$ cat src/hdl/dispense_pkg.sv
// servo positions, PWM frame and hold constants, dispenser command and colour types
package dispense_pkg;

	localparam logic [7:0] servo_out_pos = 8'h00;
	localparam logic [7:0] servo_in_pos = 8'hf8;

	// pulse width in ticks is position plus base
	localparam int pwm_base = 64;
	localparam int pwm_frame = 512;
	localparam int hold_periods = 4;
	localparam int default_servo_tick = 78;

	typedef logic [3:0] token_count_t;

	typedef struct packed {
		logic start;
		token_count_t count;
	} disp_cmd_t;

	typedef enum logic [1:0] {
		red,
		blue,
		green
	} colour_t;

endpackage

$ cat src/hdl/link_pkg.sv
// serial byte type, verb and reply codes, command frame struct, UART defaults
package link_pkg;

	typedef logic [7:0] byte_t;

	// verbs accepted in the first byte of a frame
	localparam byte_t verb_idle = 8'd0;
	localparam byte_t verb_restart = 8'd1;
	localparam byte_t verb_ping = 8'd2;
	localparam byte_t verb_go = 8'd6;

	// reply bytes sent back to the host
	localparam byte_t reply_init = 8'd1;
	localparam byte_t reply_error = 8'd2;
	localparam byte_t reply_done = 8'd3;
	localparam byte_t reply_ack = 8'd4;
	localparam byte_t reply_pong = 8'd5;

	// verb arrives first, so it sits in the top byte
	typedef struct packed {
		byte_t verb;
		byte_t arg1;
		byte_t arg2;
		byte_t arg3;
	} cmd_frame_t;

	// 50 MHz / 115200 baud
	localparam int default_clks_per_bit = 434;
	localparam int frame_bytes = 4;

endpackage

$ cat src/hdl/command_sequencer.sv
// command FSM: frame collection, verb decode, reply sending and dispenser control
`timescale 1ns/1ps

module command_sequencer import link_pkg::*, dispense_pkg::*; (
	input logic clk50m,
	input logic reset,
	input byte_t rx_data,
	input logic rx_valid,
	input logic tx_busy,
	input logic [2:0] disp_done,
	output byte_t tx_data,
	output logic tx_start,
	output disp_cmd_t [2:0] disp_cmd,
	output cmd_frame_t frame
);

	typedef enum logic [3:0] {
		s_announce,
		s_collect,
		s_decode,
		s_pong,
		s_ack,
		s_echo,
		s_start,
		s_wait_done,
		s_send_done,
		s_tx_wait
	} seq_state_t;

	seq_state_t state;
	seq_state_t ret_state;
	seq_state_t send_ret;
	byte_t send_byte;
	logic [$clog2(frame_bytes)-1:0] byte_idx;
	logic disp_start;

	// same start for all three, count from the low nibble of each argument
	assign disp_cmd[red] = '{start: disp_start, count: frame.arg1[3:0]};
	assign disp_cmd[blue] = '{start: disp_start, count: frame.arg2[3:0]};
	assign disp_cmd[green] = '{start: disp_start, count: frame.arg3[3:0]};

	// byte to send and where to go once it is out
	always_comb begin
		send_byte = reply_error;
		send_ret = s_announce;
		case (state)
			s_announce: begin
				send_byte = reply_init;
				send_ret = s_collect;
			end
			s_pong: begin
				send_byte = reply_pong;
				send_ret = s_collect;
			end
			s_ack: begin
				send_byte = reply_ack;
				send_ret = s_echo;
			end
			s_echo: begin
				send_byte = frame.verb;
				send_ret = s_start;
			end
			s_send_done: begin
				send_byte = reply_done;
				send_ret = s_collect;
			end
			default: begin
				send_byte = reply_error;
				send_ret = s_announce;
			end
		endcase
	end

	always_ff @(posedge clk50m or negedge reset) begin
		if (!reset) begin
			state <= s_announce;
			ret_state <= s_collect;
			byte_idx <= '0;
			frame <= '0;
			tx_start <= 1'b0;
			tx_data <= '0;
			disp_start <= 1'b0;
		end else begin
			tx_start <= 1'b0;
			disp_start <= 1'b0;
			case (state)
				s_collect: begin
					if (rx_valid) begin
						frame[(frame_bytes - 1 - byte_idx) * 8 +: 8] <= rx_data;
						byte_idx <= byte_idx + 1'b1;
						if (byte_idx == ($clog2(frame_bytes))'(frame_bytes - 1))
							state <= s_decode;
					end
				end
				s_decode: begin
					case (frame.verb)
						verb_restart: state <= s_announce;
						verb_ping: state <= s_pong;
						verb_go: state <= s_ack;
						// verb_idle and anything unknown
						default: state <= s_collect;
					endcase
				end
				s_start: begin
					disp_start <= 1'b1;
					state <= s_wait_done;
				end
				s_wait_done: begin
					// done is still high while the start pulse is being taken
					if (&disp_done && !disp_start)
						state <= s_send_done;
				end
				s_tx_wait: begin
					if (!tx_busy && !tx_start)
						state <= ret_state;
				end
				default: begin
					// send states, also recovery from an illegal encoding
					if (!tx_busy) begin
						tx_start <= 1'b1;
						tx_data <= send_byte;
						ret_state <= send_ret;
						state <= s_tx_wait;
					end
				end
			endcase
		end
	end

endmodule

$ cat src/hdl/seven_seg.sv
// hex nibble to active-low seven-segment decoder, gfedcba order
`timescale 1ns/1ps

module seven_seg (
	input logic [3:0] nibble,
	output logic [6:0] segments
);

	always_comb begin
		case (nibble)
			4'h0: segments = 7'b1000000;
			4'h1: segments = 7'b1111001;
			4'h2: segments = 7'b0100100;
			4'h3: segments = 7'b0110000;
			4'h4: segments = 7'b0011001;
			4'h5: segments = 7'b0010010;
			4'h6: segments = 7'b0000010;
			4'h7: segments = 7'b1111000;
			4'h8: segments = 7'b0000000;
			4'h9: segments = 7'b0010000;
			4'ha: segments = 7'b0001000;
			// lower case b and d
			4'hb: segments = 7'b0000011;
			4'hc: segments = 7'b1000110;
			4'hd: segments = 7'b0100001;
			4'he: segments = 7'b0000110;
			default: segments = 7'b0001110;
		endcase
	end

endmodule

$ cat src/hdl/token_dispenser.sv
// token dispenser: tick prescaler, PWM frame counter, stroke FSM and token countdown
`timescale 1ns/1ps

module token_dispenser import dispense_pkg::*; #(
	parameter int servo_tick = default_servo_tick
) (
	input logic clk50m,
	input logic reset,
	input disp_cmd_t cmd,
	output logic pwm,
	output logic done
);

	typedef logic [$clog2(servo_tick + 1)-1:0] tick_cnt_t;
	typedef logic [$clog2(pwm_frame)-1:0] frame_cnt_t;
	typedef logic [$clog2(hold_periods)-1:0] hold_cnt_t;
	typedef enum logic [1:0] {
		st_idle,
		st_arm,
		st_out,
		st_in
	} stroke_t;

	stroke_t state;
	tick_cnt_t tick_cnt;
	frame_cnt_t frame_cnt;
	frame_cnt_t width;
	hold_cnt_t hold_cnt;
	token_count_t tokens;
	logic tick;
	logic frame_end;
	logic hold_end;

	assign tick = (tick_cnt == tick_cnt_t'(servo_tick - 1));
	assign frame_end = tick && (frame_cnt == frame_cnt_t'(pwm_frame - 1));
	assign hold_end = frame_end && (hold_cnt == hold_cnt_t'(hold_periods - 1));

	// in position whenever not pushing out, idle included
	assign width = (state == st_out) ? frame_cnt_t'(servo_out_pos + pwm_base)
		: frame_cnt_t'(servo_in_pos + pwm_base);

	always_ff @(posedge clk50m or negedge reset) begin
		if (!reset) begin
			tick_cnt <= '0;
			frame_cnt <= '0;
			pwm <= 1'b0;
		end else begin
			tick_cnt <= tick ? '0 : tick_cnt + 1'b1;
			if (tick)
				frame_cnt <= frame_end ? '0 : frame_cnt + 1'b1;
			pwm <= (frame_cnt < width);
		end
	end

	// strokes change only on frame boundaries so every pulse is whole
	always_ff @(posedge clk50m or negedge reset) begin
		if (!reset) begin
			state <= st_idle;
			tokens <= '0;
			hold_cnt <= '0;
			done <= 1'b1;
		end else begin
			if (state == st_out || state == st_in) begin
				if (hold_end)
					hold_cnt <= '0;
				else if (frame_end)
					hold_cnt <= hold_cnt + 1'b1;
			end
			case (state)
				st_idle: begin
					if (cmd.start) begin
						tokens <= cmd.count;
						done <= 1'b0;
						state <= st_arm;
					end
				end
				st_arm: begin
					if (tokens == '0) begin
						done <= 1'b1;
						state <= st_idle;
					end else if (frame_end) begin
						state <= st_out;
					end
				end
				st_out: begin
					if (hold_end)
						state <= st_in;
				end
				default: begin
					if (hold_end) begin
						tokens <= tokens - 1'b1;
						if (tokens == token_count_t'(1)) begin
							done <= 1'b1;
							state <= st_idle;
						end else begin
							state <= st_out;
						end
					end
				end
			endcase
		end
	end

endmodule

$ cat src/hdl/token_machine_top.sv
// top level: UART pair, command sequencer, three dispensers, four hex displays
`timescale 1ns/1ps

module token_machine_top import link_pkg::*, dispense_pkg::*; #(
	parameter int clks_per_bit = default_clks_per_bit,
	parameter int servo_tick = default_servo_tick
) (
	input logic clk50m,
	input logic reset,
	input logic serial_raw,
	output logic serial_return,
	output logic [2:0] pwm,
	output logic [6:0] hex0,
	output logic [6:0] hex1,
	output logic [6:0] hex2,
	output logic [6:0] hex3
);

	byte_t rx_data;
	logic rx_valid;
	byte_t tx_data;
	logic tx_start;
	logic tx_busy;
	disp_cmd_t [2:0] disp_cmd;
	logic [2:0] disp_done;
	cmd_frame_t frame;

	uart_rx #(.clks_per_bit(clks_per_bit)) u_uart_rx (
		.clk50m(clk50m),
		.reset(reset),
		.serial_in(serial_raw),
		.rx_data(rx_data),
		.rx_valid(rx_valid)
	);

	uart_tx #(.clks_per_bit(clks_per_bit)) u_uart_tx (
		.clk50m(clk50m),
		.reset(reset),
		.tx_data(tx_data),
		.tx_start(tx_start),
		.serial_out(serial_return),
		.tx_busy(tx_busy)
	);

	command_sequencer u_command_sequencer (
		.clk50m(clk50m),
		.reset(reset),
		.rx_data(rx_data),
		.rx_valid(rx_valid),
		.tx_busy(tx_busy),
		.disp_done(disp_done),
		.tx_data(tx_data),
		.tx_start(tx_start),
		.disp_cmd(disp_cmd),
		.frame(frame)
	);

	// pwm bit 0 red, 1 blue, 2 green
	for (genvar c = 0; c <= int'(green); c++) begin : g_disp
		token_dispenser #(.servo_tick(servo_tick)) u_token_dispenser (
			.clk50m(clk50m),
			.reset(reset),
			.cmd(disp_cmd[c]),
			.pwm(pwm[c]),
			.done(disp_done[c])
		);
	end

	// verb on the left, arg3 on the right
	seven_seg u_seg_verb (.nibble(frame.verb[3:0]), .segments(hex3));
	seven_seg u_seg_arg1 (.nibble(frame.arg1[3:0]), .segments(hex2));
	seven_seg u_seg_arg2 (.nibble(frame.arg2[3:0]), .segments(hex1));
	seven_seg u_seg_arg3 (.nibble(frame.arg3[3:0]), .segments(hex0));

endmodule

$ cat src/hdl/uart_rx.sv
// 8N1 serial receiver with input synchronizer, start-bit check and mid-bit sampling
`timescale 1ns/1ps

module uart_rx import link_pkg::*; #(
	parameter int clks_per_bit = default_clks_per_bit
) (
	input logic clk50m,
	input logic reset,
	input logic serial_in,
	output byte_t rx_data,
	output logic rx_valid
);

	typedef logic [$clog2(clks_per_bit + 1)-1:0] clk_cnt_t;
	typedef enum logic [1:0] {
		rx_idle,
		rx_start,
		rx_data_bits,
		rx_stop
	} rx_state_t;

	rx_state_t state;
	clk_cnt_t clk_cnt;
	logic [2:0] bit_idx;
	logic [1:0] sync;
	logic line_prev;
	logic half_bit;
	logic full_bit;

	assign half_bit = (clk_cnt == clk_cnt_t'(clks_per_bit / 2 - 1));
	assign full_bit = (clk_cnt == clk_cnt_t'(clks_per_bit - 1));

	// line idles high
	always_ff @(posedge clk50m or negedge reset) begin
		if (!reset) begin
			sync <= 2'b11;
			line_prev <= 1'b1;
		end else begin
			sync <= {sync[0], serial_in};
			line_prev <= sync[1];
		end
	end

	always_ff @(posedge clk50m or negedge reset) begin
		if (!reset) begin
			state <= rx_idle;
			clk_cnt <= '0;
			bit_idx <= '0;
			rx_valid <= 1'b0;
		end else begin
			rx_valid <= 1'b0;
			clk_cnt <= clk_cnt + 1'b1;
			case (state)
				rx_idle: begin
					clk_cnt <= '0;
					if (line_prev && !sync[1])
						state <= rx_start;
				end
				rx_start: begin
					if (half_bit) begin
						clk_cnt <= '0;
						bit_idx <= '0;
						// glitch, not a real start bit
						state <= sync[1] ? rx_idle : rx_data_bits;
					end
				end
				rx_data_bits: begin
					if (full_bit) begin
						clk_cnt <= '0;
						bit_idx <= bit_idx + 1'b1;
						if (bit_idx == 3'd7)
							state <= rx_stop;
					end
				end
				default: begin
					if (full_bit) begin
						rx_valid <= sync[1];
						state <= rx_idle;
					end
				end
			endcase
		end
	end

	// lsb first
	always_ff @(posedge clk50m) begin
		if (state == rx_data_bits && full_bit)
			rx_data <= {sync[1], rx_data[7:1]};
	end

endmodule

$ cat src/hdl/uart_tx.sv
// 8N1 serial transmitter with 10-bit shift register and busy level
`timescale 1ns/1ps

module uart_tx import link_pkg::*; #(
	parameter int clks_per_bit = default_clks_per_bit
) (
	input logic clk50m,
	input logic reset,
	input byte_t tx_data,
	input logic tx_start,
	output logic serial_out,
	output logic tx_busy
);

	typedef logic [$clog2(clks_per_bit + 1)-1:0] clk_cnt_t;

	logic [9:0] shift;
	clk_cnt_t clk_cnt;
	logic [3:0] bits_left;

	assign serial_out = shift[0];

	always_ff @(posedge clk50m or negedge reset) begin
		if (!reset) begin
			shift <= '1;
			clk_cnt <= '0;
			bits_left <= '0;
			tx_busy <= 1'b0;
		end else if (!tx_busy) begin
			if (tx_start) begin
				// stop, data, start
				shift <= {1'b1, tx_data, 1'b0};
				clk_cnt <= '0;
				bits_left <= 4'd10;
				tx_busy <= 1'b1;
			end
		end else if (clk_cnt == clk_cnt_t'(clks_per_bit - 1)) begin
			clk_cnt <= '0;
			shift <= {1'b1, shift[9:1]};
			bits_left <= bits_left - 1'b1;
			// stop bit just finished
			if (bits_left == 4'd1)
				tx_busy <= 1'b0;
		end else begin
			clk_cnt <= clk_cnt + 1'b1;
		end
	end

endmodule

$ cat config.mk
export PLATFORM = sky130hd
export DESIGN_NAME = token_machine_top
export DESIGN_NICKNAME = d
export VERILOG_FILES = /design/src/hdl/dispense_pkg.sv /design/src/hdl/link_pkg.sv /design/src/hdl/command_sequencer.sv /design/src/hdl/seven_seg.sv /design/src/hdl/token_dispenser.sv /design/src/hdl/token_machine_top.sv /design/src/hdl/uart_rx.sv /design/src/hdl/uart_tx.sv
export SDC_FILE = /design/constraint.sdc
export NUM_CORES = 1
export LEC_CHECK = 0
export BUFFER_PORTS_ARGS = -buffer_cell sky130_fd_sc_hd__buf_2
export CORE_MARGIN = 2
export CORE_UTILIZATION = 37
export CTS_CLUSTER_DIAMETER = 100
export CTS_CLUSTER_SIZE = 24
export DETAILED_ROUTE_END_ITERATION = 8
export GPL_TIMING_DRIVEN = 1
export PLACE_DENSITY = 0.54
export SYNTH_ARGS = -nofsm -noshare
export SYNTH_HDL_FRONTEND = slang
export SYNTH_SLANG_ARGS = --single-unit
$ cat constraint.sdc
create_clock -name clk50m -period 4.8 [get_ports clk50m]
set_input_delay 0.96 -clock clk50m [delete_from_list [all_inputs] [get_ports clk50m]]
set_output_delay 0.96 -clock clk50m [all_outputs]
set_load 0.03 [all_outputs]
Yosys cells after proc, flatten, opt, wreduce, memory -nomap -nowiden
Memories as Yosys holds them, arrays and structs flattened. Cells that the tools add are included.

$add $sub $neg: 19. Order comparisons: 3. Equal/unequal tests: 63. Shifts and indexed selects: 2. Multiplexer cells: 97. Bitwise gates (word level): 8. Reductions and logical operators: 65.

Operators with widths (count): 2-to-1 mux 9 bit (11); 2-to-1 mux 2 bit (28); 2-to-1 mux 4 bit (14); adder 9 x 1 -> 9 bit (second input constant) (5); equality test 9 bit (second input constant) (5); one-hot mux 8 bit (5 select lines) (1); negation 32 -> 34 bit (1); variable shift 8 x 34 -> 32 bit (first input constant) (1); indexed part select 8 x 34 -> 32 bit (1); bitwise mux 32 bit (1); 2-to-1 mux 10 bit (3); less-than comparator 9 bit (3); one-hot mux 9 bit (3 select lines) (1); inequality test 2 x 1 -> 1 bit (second input constant) (13); AND reduction 5 bit (5); one-hot mux 2 bit (3 select lines) (4); one-hot mux 4 bit (2 select lines) (3); equality test 2 bit (second input constant) (11); adder 7 x 1 -> 7 bit (second input constant) (3); equality test 7 bit (second input constant) (3); 2-to-1 mux 7 bit (3); nonzero test 3 bit (7); equality test 4 x 1 -> 1 bit (second input constant) (5); one-hot mux 4 bit (5 select lines) (1); 34 further kinds (124).

Bits in registers: 180. ROM bits: 448. Word-level logic and storage cells: 303. Memories: 4.

Memories: (name not given) (depth 16, bits a word 7, read ports 1, clocked after Yosys merged registers in 0, write ports 0, line seven_seg.sv:10) `case (nibble)`; (name not given) (depth 16, bits a word 7, read ports 1, clocked after Yosys merged registers in 0, write ports 0, line seven_seg.sv:10); (name not given) (depth 16, bits a word 7, read ports 1, clocked after Yosys merged registers in 0, write ports 0, line seven_seg.sv:10); (name not given) (depth 16, bits a word 7, read ports 1, clocked after Yosys merged registers in 0, write ports 0, line seven_seg.sv:10).

Logic depth before layout (Yosys ltp)
Depth after elaboration: 5. Depth in mapped cells: 10.

Hierarchy
From an unflattened synthesis, not the netlist that was laid out.

Cells, all modules: 1136. Area, all modules: 10782.8 um2.

By module, submodules not included: token_dispenser (g_disp[0].u_token_dispenser ...) (times used 2, cells each 174, area each 1579.0 um2, seq. area each 651.9 um2); command_sequencer (times used 1, cells each 269, area each 2489.9 um2, seq. area each 1277.5 um2); token_dispenser (g_disp[1].u_token_dispenser) (times used 1, cells each 178, area each 1704.1 um2, seq. area each 651.9 um2); uart_tx (times used 1, cells each 120, area each 1168.6 um2, seq. area each 586.8 um2); uart_rx (times used 1, cells each 92, area each 1162.4 um2, seq. area each 694.4 um2); seven_seg (u_seg_arg1 ...) (times used 3, cells each 32, area each 275.3 um2, seq. area each 0.0 um2); seven_seg (u_seg_verb) (times used 1, cells each 33, area each 274.0 um2, seq. area each 0.0 um2).

Least setup slack after synthesis
OpenSTA, ideal clock, no wires.

Kind: reg-to-output. Start: register u_command_sequencer.disp_cmd[13] (netlist name). End: output hex0[0]. Arrival: 1.694 ns. Required time: 3.840 ns. Setup slack: 2.146 ns. Stages on the path, launching flop included: 5. Buffers on the path: 2. Path through: dfrtp_1 -> clkbuf_1 -> buf_1 -> mux2i_1 -> o21ai_0.

Longest elaborated chain between the ends: 1.

Ends and longest elaborated chain: memory read (16 x 7 bit); end: declaration (line token_machine_top.sv:13) `output logic [6:0] hex0,`.

Every way passes these cells.

Worst setup path in the final report
Start: register u_command_sequencer.disp_cmd[6] (netlist name). End: output hex1[0].

Longest elaborated chain between the ends: 1.

Ends and longest elaborated chain: memory read (16 x 7 bit); end: declaration (line token_machine_top.sv:14) `output logic [6:0] hex1,`.

Every way passes these cells.

==> metrics.md <==
| Metric | Value |
|---|---|
| Clk pin slew, worst setup/hold paths | 0.07 ns |
| Clock tree from TritonCTS | done |
| FMAX | 324.9 MHz |
| DR top layer | met4 |
| Largest net degree at the start of global routing | 88 |
| Syn Area/Cell | 9.677 µm² |
| Initial antenna violation count | 0 |
| Fraction of registers with async set/reset | 95.18% |
| Cell Rows | 60 |
| Clock latency on the worst-skew pair | 0.43 ns |
| Cell area after synthesis | 10,090 µm² |
| Final worst slack | 1.722 ns |
| DRT Pass-1 Iters | 5 |
| CTS Hold Bufs | 0 |
| Antenna Cells | 0 |
| Root Driver | clkbuf_16 |
| Iter 0 DRT Violations | 451 |
| Max-cap violation count | 0 |
| GP Congestion | 0.7955 |
| Maximum vdd drop | 149.8 µV |
| WHS | 0.3575 ns |
| Int Pwr | 2.272 mW |
| Post-CTS Resized | 0 |
| I/O Buffers | 34 |
| Via Count | 7,396 |
| Outcome | finished clean |
| Relative slew slack | 38.77% |
| Nets@finish | 1,161 |
| Vias in the first global route | 7,194 |
| Final setup fails | 0 |
| Die area | 28,620 µm² |
| Starting Density | 37.56% |
| Worst slew pin tran | 0.9144 ns |
| EDFF count, synth | 8 |
| Cells after synthesis | 1,043 |
| Final hold vios | 0 |
| Netlist cell types | 87 |
| Longest Clk Path Bufs | 2 |
| Area growth syn-to-layout | 10.40% |
| Die Width | 169.2 µm |
| Commonest non-fill, non-tap cell in the layout | dfrtp_1 |
| Final instance area | 11,140 µm² |
| CP Launch Type | flop |
| Crit share post-route | 64.13% |
| Psw | 793.5 µW |
| Final core utilization | 41.46% |
| Clock power frac | 43.8% |
| Routed vias/inst | 5.212 |
| Num CTS Buffers | 17 |
| Fin. max-slew vios | 0 |
| Combinational share of power | 8.3% |
| Global route overflow | 0 |
| Flop pwr share | 47.9% |
| Met2 wire length | 8906 µm |
| Wire length on met3 | 663 µm |
| CP Capture Type | output pin |
| Seq/Total Area, Yosys | 41.75% |
| Most frequent cells in the layout | dfrtp_1 (142), nand2_1 (110), nor2_1 (93), ha_1 (93), inv_1 (63) |
| Sw frac | 25.88% |
| Crit path time final | 3.078 ns |
| Remaining DRCs | 0 |
| Placed inst area | 10,580 µm² |
| Net Count, Synth | 1,139 |
| Leakage power | 5.017 nW |
| Maximum net fanout on the critical path | 8 |
| Pre-CTS WS | 2.175 ns |
| Layout cells sized above 1 | 11.13% |
| Drt total wl | 20,330 µm |
| CORE AREA | 26,880 µm² |
| Power Density | 275.1 nW/µm² |
| Total Routing Usage GR | 14.83% |
| Area share of the largest cell type after synthesis | 35.21% |
| Flip-flop and latch count after synthesis | 166 |
| Largest cells by area after synthesis | dfrtp_1 (35%), ha_1 (12%), dfstp_2 (4.2%) |
| DIE HEIGHT | 169.2 µm |
| Req. time, crit path | 3.84 ns |
| Routed len/inst | 14.32 µm |
| Cell accounting for the most synthesized area | dfrtp_1 |
| First-pass GRT wire length | 35,040 µm |
| Hpwl dp | 14,240 µm |
| Crit path arrival time | 2.12 ns |
| Hold WC Path Type | flop to flop |
| RSZ-0062 raised after global routing | false |
| Deepest level of the CTS H-tree | 4 |
| Worst Path Class, Setup | flop to output pin |
| TritonCTS Sinks | 166 |
| WL met1 | 10,600 µm |
| Clk_skew | 0.009635 ns |
| Post-CTS Setup Repair Bufs | 0 |
| Post-route ant nets | 0 |
| I/O pin count | 35 |
| Top FF cell, synth | dfrtp_1 |
| TNS Setup | 0 ns |
| Ys Warns | 0 |
==> cells in the mapped netlist, types with 16 or more instances <==
cell type	count
a21oi_1	41
clkbuf_1	21
dfrtp_1	142
dfstp_2	16
ha_1	93
inv_1	63
mux2i_1	37
nand2_1	110
nand3_1	33
nor2_1	93
nor3_1	22
o21ai_0	53
o21ai_1	21
==> routing by layer <==
| layer | global-route usage [%] | up-vias |
|---|---|---|
| li1 | - | 3753 |
| met1 | 21.08 | 3548 |
| met2 | 23.07 | 82 |
| met3 | 3.335 | 13 |
| met4 | 3.493 | 0 |
| met5 | 0 | - |
==> sequential cells by signal, summed over array words and instances (netlist names), 3 cells and up <==
register	cells
g_disp.u_token_dispenser.frame_cnt	27
g_disp.u_token_dispenser.tick_cnt	21
g_disp.u_token_dispenser.tokens	12
u_command_sequencer.disp_cmd	12
u_uart_rx.clk_cnt	9
u_uart_tx.clk_cnt	9
u_uart_tx.shift	9
u_command_sequencer.frame	8
u_command_sequencer.tx_data	8
u_uart_rx.rx_data	8
g_disp.u_token_dispenser.hold_cnt	6
g_disp.u_token_dispenser.state	6
u_command_sequencer.state	4
u_uart_tx.bits_left	4
g_disp.u_token_dispenser.done	3
g_disp.u_token_dispenser.pwm	3
u_command_sequencer.ret_state	3
u_uart_rx.bit_idx	3
==> power groups by stage <==
stage | registers (mW) | logic [mW] | clock network (mW)
after floorplan | 1.49 | 0.193 | 0
after global placement | 1.49 | 0.261 | 0
after detailed placement | 1.49 | 0.260 | 0
after CTS | 1.47 | 0.259 | 1.39
after global routing | 1.47 | 0.295 | 1.45
final | 1.47 | 0.254 | 1.34
==> critical path, cell delays in order, from the launching register on <==
cell and delay [ns]:
dfrtp_1 0.48, inv_1 0.15, ha_1 0.24, nor2b_1 0.08, or3b_2 0.45, o21ai_0 0.08
buf_2 0.22
==> logic make-up after synthesis <==
group,count (synthesis),share of synthesized area [%]
AO/OA/AOI/OAI,215,14.02
XOR/XNOR,22,1.909
adder cells (fa/ha/maj),93,11.53
buffers and inverters,101,3.979
flip-flops,166,41.75
multiplexers,54,6.049
AND/OR/NAND/NOR,392,20.76
==> metrics by stage <==
step	std cells	total power [mW]
2_1_floorplan	1043	1.682
3_3_place_gp	1387	1.755
3_5_place_dp	1387	1.755
4_1_cts	1419	3.116
5_1_grt	1419	3.218
6_report	1419	3.066
==> final timing paths <==
check	startpoint	endpoint	slack (ns)	cells past startpoint
hold / removal	u_uart_rx.sync[0]	u_uart_rx.sync[1]	0.36	0
setup reg to reg	g_disp[2].u_token_dispenser.frame_cnt[0]	g_disp[2].u_token_dispenser.hold_cnt[1]	2.18	9
setup / recovery	u_command_sequencer.disp_cmd[6]	hex1[0]	1.72	6
min in group asynchronous	reset	g_disp[2].u_token_dispenser.pwm	0.58	1
max in group asynchronous	reset	g_disp[1].u_token_dispenser.done	3.26	2
hold reg to reg	u_uart_rx.sync[0]	u_uart_rx.sync[1]	0.36	0
==> area by class of cell <==
cell class / instances / area, µm²
Clock buffer: 18 / 429.2
Clock inverter: 14 / 137.6
Fill cell: 2665 / 15730
Inverter: 65 / 244.0
Multi-Input combinational cell: 776 / 5478
Sequential cell: 166 / 4214
Tap cell: 341 / 426.7
Timing Repair Buffer: 39 / 214.0
Note: power is estimated with default switching activity, not from simulation.
